`src/verilog/acq_pkg.sv`:
```
package acq_pkg;

    // ------------------------------------------------------------
    // Device codes
    // ------------------------------------------------------------

    // 0 is off, 1/2/3 pick a block of 32/64/128 words.
    typedef logic [1:0] dev_code_t;

    localparam dev_code_t dev_off    = 2'd0;
    localparam dev_code_t dev_blk_32 = 2'd1;
    localparam dev_code_t dev_blk_64 = 2'd2;

    // ------------------------------------------------------------
    // ADC receive lengths
    // ------------------------------------------------------------

    typedef logic [9:0] adc_len_t; // Words.

    localparam adc_len_t adc_hdr_words = 10'd6; // Fixed header ahead of the samples.

    // Per-device block sizes; dev0 comes from cmd_kdev[7:6].
    typedef struct packed {
        adc_len_t dev0;
        adc_len_t dev1;
        adc_len_t dev2;
        adc_len_t dev3;
    } dev_blocks_t;

endpackage
```
`src/verilog/net_pkg.sv`:
```
package net_pkg;

    // ------------------------------------------------------------
    // Ethernet transmit sizing
    // ------------------------------------------------------------

    // Transmit length in bytes; must also hold the UDP payload size.
    typedef logic [11:0] tx_len_t;

    // Number of ADC blocks packed into one frame.
    typedef logic [7:0] blk_cnt_t;

    localparam blk_cnt_t blk_cnt_max = 8'hff; // Quotient saturates here.

    // ------------------------------------------------------------
    // Frame plan
    // ------------------------------------------------------------

    // Result of the divide stage, one per start request.
    typedef struct packed {
        acq_pkg::adc_len_t adc_len;  // ADC receive length incl. header.
        blk_cnt_t          quotient; // Blocks that fit the payload.
    } frame_plan_t;

    // Saturate a wide quotient into a block count.
    function automatic blk_cnt_t sat_blk_cnt(input tx_len_t q);
        if (q > tx_len_t'(blk_cnt_max)) return blk_cnt_max;
        return blk_cnt_t'(q);
    endfunction

endpackage

```
`src/verilog/acq_frame_sizer.sv`:
```
`timescale 1ns/10ps

module acq_frame_sizer #(
    parameter int payload_bytes = 1472,
    parameter int max_blocks    = 10
) (
    input  logic              clk,
    input  logic              rst,
    input  logic [7:0]        cmd_kdev,
    input  logic              fs,
    output acq_pkg::adc_len_t adc_rx_len,
    output net_pkg::tx_len_t  eth_tx_len,
    output logic              fd
);

    import acq_pkg::*;
    import net_pkg::*;

    logic        blocks_vld;
    dev_blocks_t blocks;
    logic        plan_vld;
    frame_plan_t plan;

    // Decode stage.
    kdev_decode u_decode (
        .clk        (clk),
        .rst        (rst),
        .cmd_kdev   (cmd_kdev),
        .fs         (fs),
        .blocks_vld (blocks_vld),
        .blocks     (blocks)
    );

    // Length sum and divide.
    frame_size_calc #(
        .payload_bytes (payload_bytes)
    ) u_calc (
        .clk        (clk),
        .rst        (rst),
        .blocks_vld (blocks_vld),
        .blocks     (blocks),
        .plan_vld   (plan_vld),
        .plan       (plan)
    );

    // Clamp, multiply and handshake.
    tx_len_result #(
        .max_blocks (max_blocks)
    ) u_result (
        .clk        (clk),
        .rst        (rst),
        .plan_vld   (plan_vld),
        .plan       (plan),
        .fs         (fs),
        .adc_rx_len (adc_rx_len),
        .eth_tx_len (eth_tx_len),
        .fd         (fd)
    );

endmodule

```
`src/verilog/tx_len_result.sv`:
```
`timescale 1ns/10ps

module tx_len_result #(
    parameter int max_blocks = 10
) (
    input  logic                 clk,
    input  logic                 rst,
    input  logic                 plan_vld,
    input  net_pkg::frame_plan_t plan,
    input  logic                 fs,
    output acq_pkg::adc_len_t    adc_rx_len,
    output net_pkg::tx_len_t     eth_tx_len,
    output logic                 fd
);

    import net_pkg::*;

    localparam blk_cnt_t blk_limit = blk_cnt_t'(max_blocks);

    blk_cnt_t blk_cnt;
    tx_len_t  tx_len;

    // Clamp the block count, then size the frame.
    always_comb begin
        blk_cnt = (plan.quotient > blk_limit) ? blk_limit : plan.quotient;
        tx_len  = tx_len_t'(blk_cnt) * tx_len_t'(plan.adc_len);
    end

    // ------------------------------------------------------------
    // Output registers and done handshake
    // ------------------------------------------------------------

    always_ff @(posedge clk or posedge rst) begin
        if (rst) begin
            adc_rx_len <= '0;
            eth_tx_len <= '0;
        end else if (plan_vld) begin
            adc_rx_len <= plan.adc_len;
            eth_tx_len <= tx_len;
        end
    end

    // Done follows the level protocol.
    always_ff @(posedge clk or posedge rst) begin
        if (rst) begin
            fd <= 1'b0;
        end else if (!fs) begin
            fd <= 1'b0; // Requester released start.
        end else if (plan_vld) begin
            fd <= 1'b1;
        end
    end

endmodule

```
`src/verilog/frame_size_calc.sv`:
```
`timescale 1ns/10ps

module frame_size_calc #(
    parameter int payload_bytes = 1472
) (
    input  logic                 clk,
    input  logic                 rst,
    input  logic                 blocks_vld,
    input  acq_pkg::dev_blocks_t blocks,
    output logic                 plan_vld,
    output net_pkg::frame_plan_t plan
);

    import acq_pkg::*;
    import net_pkg::*;

    // One quotient bit per dividend bit.
    localparam int div_steps = $bits(tx_len_t);

    // ------------------------------------------------------------
    // Control
    // ------------------------------------------------------------

    logic       busy;
    logic [3:0] step;
    logic       last_step;

    assign last_step = (step == 4'(div_steps - 1));

    always_ff @(posedge clk or posedge rst) begin
        if (rst) begin
            busy     <= 1'b0;
            step     <= 4'd0;
            plan_vld <= 1'b0;
        end else begin
            plan_vld <= 1'b0;
            if (blocks_vld) begin
                busy <= 1'b1;
                step <= 4'd0;
            end else if (busy) begin
                step <= step + 4'd1;
                if (last_step) begin
                    busy     <= 1'b0;
                    plan_vld <= 1'b1; // Quotient complete this edge.
                end
            end
        end
    end

    // ------------------------------------------------------------
    // Length sum and restoring divider
    // ------------------------------------------------------------

    adc_len_t    adc_len;   // Divisor, never below the header size.
    adc_len_t    rem;       // Partial remainder.
    tx_len_t     quo;       // Dividend shifts out, quotient shifts in.
    logic [10:0] trial;
    logic [10:0] diff;
    logic        fits;

    always_comb begin
        trial = {rem, quo[div_steps-1]};
        diff  = trial - {1'b0, adc_len};
        fits  = (trial >= {1'b0, adc_len});
    end

    always_ff @(posedge clk) begin
        if (blocks_vld) begin
            adc_len <= blocks.dev0 + blocks.dev1 + blocks.dev2 + blocks.dev3
                       + adc_hdr_words;
            rem     <= '0;
            quo     <= tx_len_t'(payload_bytes);
        end else if (busy) begin
            rem <= fits ? diff[9:0] : trial[9:0]; // Restore when it does not fit.
            quo <= {quo[div_steps-2:0], fits};
        end
    end

    always_comb begin
        plan.adc_len  = adc_len;
        plan.quotient = sat_blk_cnt(quo);
    end

endmodule

```
`src/verilog/kdev_decode.sv`:
```
`timescale 1ns/10ps

module kdev_decode (
    input  logic                clk,
    input  logic                rst,
    input  logic [7:0]          cmd_kdev,
    input  logic                fs,
    output logic                blocks_vld,
    output acq_pkg::dev_blocks_t blocks
);

    import acq_pkg::*;

    logic       fs_q;
    logic       start_q;
    logic [7:0] cmd_q;

    // Block size for one device code.
    function automatic adc_len_t code_len(input dev_code_t code);
        case (code)
            dev_off:    return 10'd0;
            dev_blk_32: return 10'd32;
            dev_blk_64: return 10'd64;
            default:    return 10'd128;
        endcase
    endfunction

    // Start edge detect and strobe timing.
    always_ff @(posedge clk or posedge rst) begin
        if (rst) begin
            fs_q       <= 1'b0;
            start_q    <= 1'b0;
            blocks_vld <= 1'b0;
        end else begin
            fs_q       <= fs;
            start_q    <= fs & ~fs_q; // Rising edge of fs.
            blocks_vld <= start_q;
        end
    end

    // Command capture and expansion.
    always_ff @(posedge clk) begin
        if (fs & ~fs_q) begin
            cmd_q <= cmd_kdev;
        end
        if (start_q) begin
            blocks.dev0 <= code_len(cmd_q[7:6]);
            blocks.dev1 <= code_len(cmd_q[5:4]);
            blocks.dev2 <= code_len(cmd_q[3:2]);
            blocks.dev3 <= code_len(cmd_q[1:0]);
        end
    end

endmodule

```
`config.mk`:
```
export PLATFORM = sky130hd
export DESIGN_NAME = acq_frame_sizer
export DESIGN_NICKNAME = d
export VERILOG_FILES = /design/src/verilog/acq_pkg.sv /design/src/verilog/net_pkg.sv /design/src/verilog/acq_frame_sizer.sv /design/src/verilog/tx_len_result.sv /design/src/verilog/frame_size_calc.sv /design/src/verilog/kdev_decode.sv
export SDC_FILE = /design/constraint.sdc
export NUM_CORES = 1
export LEC_CHECK = 0
export ABC_AREA = 1
export BUFFER_PORTS_ARGS = -buffer_cell sky130_fd_sc_hd__buf_2
export CAP_MARGIN = 10
export CORE_UTILIZATION = 30
export DETAILED_ROUTE_END_ITERATION = 10
export GPL_TIMING_DRIVEN = 0
export PLACE_DENSITY = 0.55
export SYNTH_ARGS = -nofsm -noshare
export SYNTH_HDL_FRONTEND = slang
export SYNTH_SLANG_ARGS = --single-unit
```
`constraint.sdc`:
```
create_clock -name clk -period 5.6 [get_ports clk]
set_clock_uncertainty 0.2 [all_clocks]
set_input_delay 0.56 -clock clk [delete_from_list [all_inputs] [get_ports clk]]
set_output_delay 0.56 -clock clk [all_outputs]
set_load 0.005 [all_outputs]
```
==> results of run 1 <==
critical path, stage by stage, from the launching register on:
cell and delay, ns:
dfxtp_1 0.33, nor2_1 0.11, nand3_1 0.09, nor2_2 0.19, nand2_2 0.11, nor2_4 0.15
nand2_1 0.09, fa_1 0.48, inv_1 0.04, ha_1 0.31, fa_1 0.54, inv_1 0.06
fa_1 0.54, inv_1 0.04, ha_1 0.33, a21oi_1 0.16, o21ai_0 0.09, nor2_1 0.18
nand3_1 0.10, nand3_1 0.10, nand2_1 0.05
layout make-up:
cell class / count / area [µm²]
plain buffers: 11 / 70.1
clock buffers: 12 / 246
clock inverters: 4 / 27.5
fillers: 1424 / 8970
inverters: 98 / 368
multi-input cells: 312 / 2120
flip-flops and latches: 74 / 1870
well taps: 180 / 225
repair buffers: 29 / 145
power groups by stage:
stage,clock (mW),sequential [mW],combinational [mW]
finish,0.533,0.807,0.895
floorplan,0,0.805,0.693
CTS,0.548,0.808,0.905
global route,0.570,0.829,1.03
global placement,0,0.810,0.875
detailed placement,0,0.818,0.899
flip-flops by register name (all words and copies together) (netlist names):
| register | cells |
|---|---|
| u_calc.busy | 1 |
| u_calc.rem | 10 |
| u_calc.plan_vld | 1 |
| u_decode.start_q | 1 |
| u_calc.step | 4 |
| u_decode.blocks | 12 |
| u_calc.adc_len | 5 |
| u_decode.blocks_vld | 1 |
| u_result.eth_tx_len | 11 |
| u_result.fd | 1 |
| u_result.adc_rx_len | 6 |
| u_decode.cmd_q | 8 |
| u_decode.fs_q | 1 |
| u_calc.quo | 12 |
metrics by stage:
stage / instances / setup WS [ns] / instance area, µm² / utilization / power [mW]
2_1_floorplan: 495 / 1.59 / 4430 / - / 1.50
3_3_place_gp: 704 / 1.22 / 4800 / 0.342 / 1.69
3_5_place_dp: 704 / 1.18 / 4800 / 0.342 / 1.72
4_1_cts: 720 / 1.15 / 5070 / 0.361 / 2.26
5_1_grt: 720 / 0.922 / 5070 / 0.361 / 2.43
6_report: 720 / 1.20 / 5070 / 0.361 / 2.23
logic make-up (layout without fill, tap and decap cells):
family	count (synthesis)	count (layout)	share of synthesized area
simple gates	172	172	0.178
other cells	2	16	0.00172
fa+ha+maj	58	58	0.202
flops	74	74	0.427
compound gates	57	57	0.0735
buf+inv	109	154	0.100
xor+xnor	9	9	0.0180
cells in the final DEF, fill, tap and decap left out, types with 16 or more instances in the layout:
cell type,n
buf_2,31
o21ai_1,18
dfrtp_1,27
inv_1,86
dfxtp_1,22
conb_1,16
nand3_1,16
ha_1,37
edfxtp_1,25
nand2_1,98
fa_1,21
nor2_1,33
worst min path at each step:
stage,start,end,slack (ns)
floorplan,u_calc.step[3]$_DFFE_PP0P_,u_calc.step[3]$_DFFE_PP0P_,0.23
global placement,u_calc.step[3]$_DFFE_PP0P_,u_calc.step[3]$_DFFE_PP0P_,0.25
detailed placement,u_calc.rem[9]$_SDFFE_PP0P_,u_calc.rem[9]$_SDFFE_PP0P_,0.26
CTS,fs,u_decode.fs_q$_DFF_PP0_,0.13
global route,fs,u_decode.fs_q$_DFF_PP0_,0.13
finish,fs,u_decode.fs_q$_DFF_PP0_,0.14
routing by layer:
layer / global-route usage / wire [µm] / share of wire / up-vias
met1: 0.146 / 3720 / 0.46 / 1499
met3: 0.0418 / 336 / 0.042 / 12
met4: 0.0480 / 159 / 0.020 / 0
li1: - / - / - / 1609
met2: 0.207 / 3840 / 0.48 / 52
met5: 0 / 0 / 0 / -
==> summary.md, run 1 <==
| Metric | Value |
|---|---|
| Flop pwr share | 0.361 |
| Register-to-register setup slack | between 1 and 1.5 ns |
| Yosys warns | 0 |
| Row Count | 43 |
| Cts hold-fix bufs | 0 |
| Total number of vias | approximately 3200 |
| Crit-path max FO | 5 |
| Final Cycle Share | 0.785 |
| CP Capture Type | flip-flop |
| Dpl hpwl | 6.28 mm |
| CP Launch Type | flip-flop |
| Antenna-violating nets left | 0 |
| Fin crit period | roughly 4.4 ns |
| Setup violations, final | 0 |
| Most numerous cell in the Yosys netlist | nand2_1 |
| Hold WS | between 0.1 and 0.15 ns |
| Clock Pin Slew Worst Setup and Hold Paths | about 0.06 ns |
| Antenna Cells | 0 |
| R2r worst-path depth | 20 |
| VDD IR-drop max | 185 µV |
| Vias in the first global route | 3232 |
| Syn-to-layout area delta | 15.9% |
| Mapped cell area | between 4000 and 5000 µm² |
| Post-CTS Setup Inserts | 0 |
| Layout cell share with drive strength beyond 1 | 0.146 |
| RSZ-0062 raised after global routing | no |
| Lkg Pwr | 2.55 nW |
| Root Driver | clkbuf_16 |
| Mean Syn Cell Area | 9.09 µm² |
| Clock Latency Late Sink | around 0.34 ns |
| Most frequent cells after synthesis | 98 x nand2_1, 86 x inv_1, 37 x ha_1 |
| Top cells by area, synth | edfxtp_1 17%, dfrtp_1 15%, ha_1 11% |
| Yosys reg bits | 74 |
| Number of max-slew violations in the final report | 0 |
| Int Pwr | about 1.4 mW |
| WS Path Type | flip-flop to flip-flop |
| Gpl congestion | about 0.80 |
| Ys async rst share | 0.365 |
| Gr ovfl total | 0 |
| Area leader, netlist | edfxtp_1 |
| CTS resizes | 0 |
| PwrDens | 441 nW/µm² |
| Switch Pwr | roughly 840 µW |
| CTS tree | built |
| Slew HR | 0.284 |
| Number of buffers created by CTS | 9 |
| Largest net degree at the start of global routing | 28 |
| Initial antenna violation count | 0 |
| # Max-Cap Violations | 0 |
| Global-route wire length before repair | 14.2 mm |
| Clk buf depth | 2 |
| Switching share of power | 0.376 |
| Final TNS setup | 0 ns |
| Clock sinks | 74 |
| Initial Util | 0.311 |
| Clock power frac | 0.238 |
| Die area | between 15000 and 20000 µm² |
| Nets | slightly above 600 |
| Via density | approximately 4.4 |
| CP Launch Point | u_calc.quo[11]$_SDFFE_PP0P_ |
| Logic gate share of total power | 0.400 |
| Drt wl/cell | 11.2 µm |
| Worst endpoint data arrival time | about 4.4 ns |
| GRT Total Usage | 0.124 |
| EDFF count, synth | 25 |
| IO Pins | 34 |
| Die Span Y | 123 µm |
| Min-delay worst type | input pin to flip-flop |
| First-pass iteration count of the detailed router | 4 |
| FF-to-FF Start | u_calc.quo[11]$_SDFFE_PP0P_ |
| Worst-Margin Slew | 1.07 ns |
| Crit path to | u_result.eth_tx_len[11]$_DFFE_PP0P_ |
| Primary FF master, synth | dfrtp_1 |
| Final hold violations | 0 |
| Status | complete, no violations |
| Hold Path Depth | 1 |
| Synth top area share | 0.172 |
| Port buffer count | 29 |
| CORE AREA | ~14000 µm² |
| Sequential area share after synthesis | 0.427 |
| Max frequency | 227 MHz |
| Syn Inst Count | roughly 480 |
| Capturing point of the worst reg2reg path | u_result.eth_tx_len[11]$_DFFE_PP0P_ |
| Drt total wl | 8.06 mm |
| Yosys cell types | 39 |
| CP required | ~5.6 ns |
| Die width | between 100 and 150 µm |
| DR iter-0 viols | between 100 and 150 |
| H-tree level count | 3 |
| Drt drc | 0 |
(Power assumes the default switching activity.)
==> run 2, diff against run 1 <==
==> constraint.sdc (replaced) <==
create_clock -name clk -period 4.3 [get_ports clk]
set_clock_uncertainty 0.2 [all_clocks]
set_input_delay 0.43 -clock clk [delete_from_list [all_inputs] [get_ports clk]]
set_output_delay 0.43 -clock clk [all_outputs]
set_load 0.005 [all_outputs]
==> summary.md, run 2 (synthesis results as in run 1) <==
| Metric | Value |
|---|---|
| Largest net degree at the start of global routing | 28 |
| Fin area | roughly 5200 µm² |
| WP depth | 20 |
| Multi-input gate area | 2200 µm² |
| Max incr delay on CP | between 0.5 and 0.6 ns |
| Final TNS setup | 0 ns |
| Critical path, cell by cell | nor2_1 -> nand3_1 -> nor2_4 -> nand2_2 -> nor2_4 -> nand2_1 -> fa_1 -> inv_1 -> ha_4 -> fa_1 -> inv_2 -> fa_1 -> inv_1 -> ha_4 -> a21oi_1 -> o21ai_1 -> nor2_1 -> nand3_1 -> nand3_1 -> nand2_1 |
| CTS tree | built |
| GRT Total Usage | 0.124 |
| Lkg Pwr | between 2 and 3 nW |
| Max stage delay cell, worst path | fa_1 |
| Slew HR | 0.278 |
| Gpl congestion | between 0.7 and 0.8 |
| Number of buffers created by CTS | 9 |
| Clock Pin Slew Worst Setup and Hold Paths | around 0.06 ns |
| DR iter-0 viols | roughly 120 |
| Root Driver | clkbuf_16 |
| Initial Util | 0.311 |
| Total number of vias | 3179 |
| Reg area | between 1500 and 2000 µm² |
| Worst-Margin Slew | between 1 and 1.5 ns |
| Via density | 4.39 |
| Drt wl/cell | around 11 µm |
| Clk buf depth | 2 |
| VDD IR-drop max | 243 µV |
| Drt drc | 0 |
| Overall power | roughly 3.0 mW |
| Number of max-slew violations in the final report | 0 |
| Drt total wl | approximately 8.2 mm |
| Max frequency | between 200 and 250 MHz |
| Die area | approximately 15000 µm² |
| Vias in the first global route | between 3000 and 4000 |
| FILL cells | 1419 |
| Layout cell share with drive strength beyond 1 | 0.176 |
| Most common cell after layout, fill and taps aside | nand2_1 |
| Antenna-violating nets left | 0 |
| H-tree level count | 3 |
| Crit-path max FO | 3 |
| CP Launch Type | flip-flop |
| Row Count | 43 |
| Status | complete, no violations |
| Antenna Cells | 0 |
| R2r worst-path depth | 20 |
| PwrDens | 575 nW/µm² |
| Placed Area | around 4800 µm² |
| Dpl hpwl | 6.28 mm |
| Syn-to-layout area delta | 18.5% |
| Commonest cells after routing, fill and taps aside | 96 x nand2_1, 84 x inv_1, 33 x ha_1 |
| Top flop regs | u_calc.quo (12), u_decode.blocks (12), u_result.eth_tx_len (11) |
| WP buf/inv | 3 |
| Gr ovfl total | 0 |
| WS Path Type | flip-flop to flip-flop |
| Hold Path Depth | 1 |
| Initial antenna violation count | 0 |
| Global-route wire length before repair | ~14 mm |
| Clock Latency Late Sink | about 0.34 ns |
| Die width | between 100 and 150 µm |
| Final Cycle Share | 0.952 |
| CORE AREA | ~14000 µm² |
| Die Span Y | between 100 and 150 µm |
| CP delay by family, top | adder cells |
| Min-delay worst type | input pin to flip-flop |
| CP required | approximately 4.3 ns |
| Register-to-register setup slack | approximately 0.21 ns |
| First-pass iteration count of the detailed router | 4 |
| Fin crit period | roughly 4.1 ns |
| IO Pins | 34 |
| # Max-Cap Violations | 0 |
| Setup violations, final | 0 |
| CP Capture Type | flip-flop |
| Final hold violations | 0 |
| Worst endpoint data arrival time | between 4 and 5 ns |
| Clock sinks | 74 |
| Nets | a little over 600 |
| Port buffer count | 29 |
run 2: path summary, 6_finish.rpt:
kind	startpoint	to
max	u_calc.quo[11]$_SDFFE_PP0P_	u_result.eth_tx_len[11]$_DFFE_PP0P_
min	cmd_kdev[1]	u_decode.cmd_q[1]$_DFFE_PP_
max reg2reg	u_calc.quo[11]$_SDFFE_PP0P_	u_result.eth_tx_len[11]$_DFFE_PP0P_
min reg2reg	u_calc.rem[9]$_SDFFE_PP0P_	u_calc.rem[9]$_SDFFE_PP0P_
max in group asynchronous	rst	u_result.adc_rx_len[9]$_DFFE_PP0P_
min in group asynchronous	rst	u_decode.fs_q$_DFF_PP0_
run 2: what timing repair did:
action,in CTS,in global routing
hold buffers,0,1
gates resized for setup,3,13
endpoints found under the hold margin,0,1
pin swaps,3,7
buffers inserted,2,1
setup endpoints to repair,1,2
run 2: stage by stage:
step	cells	hold slack (ns)	setup slack, ns	utilization
floorplan	495	0.234	0.288	-
detailed placement	704	0.258	-0.122	0.342
global route	724	0.0471	-0.0136	0.369
finish	724	0.0664	0.205	0.369
global placement	704	0.245	-0.0813	0.342
CTS	722	0.00109	0.0432	0.364
run 2: area by class of cell:
type,instances,area share
inverter,98,0.0710
tap,180,0.0435
sequential,74,0.361
multi-input combinational,312,0.424
buffer,11,0.0135
timing repair buffer,33,0.0343
clock buffer,12,0.0476
clock inverter,4,0.00531
run 2: where the power goes:
part,switching [mW],internal (mW),total (mW)
sequential,0.120,0.934,1.05
combinational,0.715,0.521,1.24
clock,0.286,0.405,0.691
run 2: metal layers:
metal / routed length, µm / track usage / vias up
li1: - / - / 1615
met1: 3780 / 0.146 / 1503
met2: 3980 / 0.207 / 53
met3: 303 / 0.0418 / 8
met4: 126 / 0.0480 / 0
met5: 0 / 0 / -
run 2: worst reg2reg max path: stages, from the launching register on:
cell and delay, ns:
dfxtp_2 0.33, nor2_1 0.08, nand3_1 0.12, nor2_4 0.14, nand2_2 0.09, nor2_4 0.12
nand2_1 0.07, fa_1 0.48, inv_1 0.07, ha_4 0.24, fa_1 0.52, inv_2 0.04
fa_1 0.53, inv_1 0.06, ha_4 0.25, a21oi_1 0.14, o21ai_1 0.08, nor2_1 0.18
nand3_1 0.10, nand3_1 0.09, nand2_1 0.05
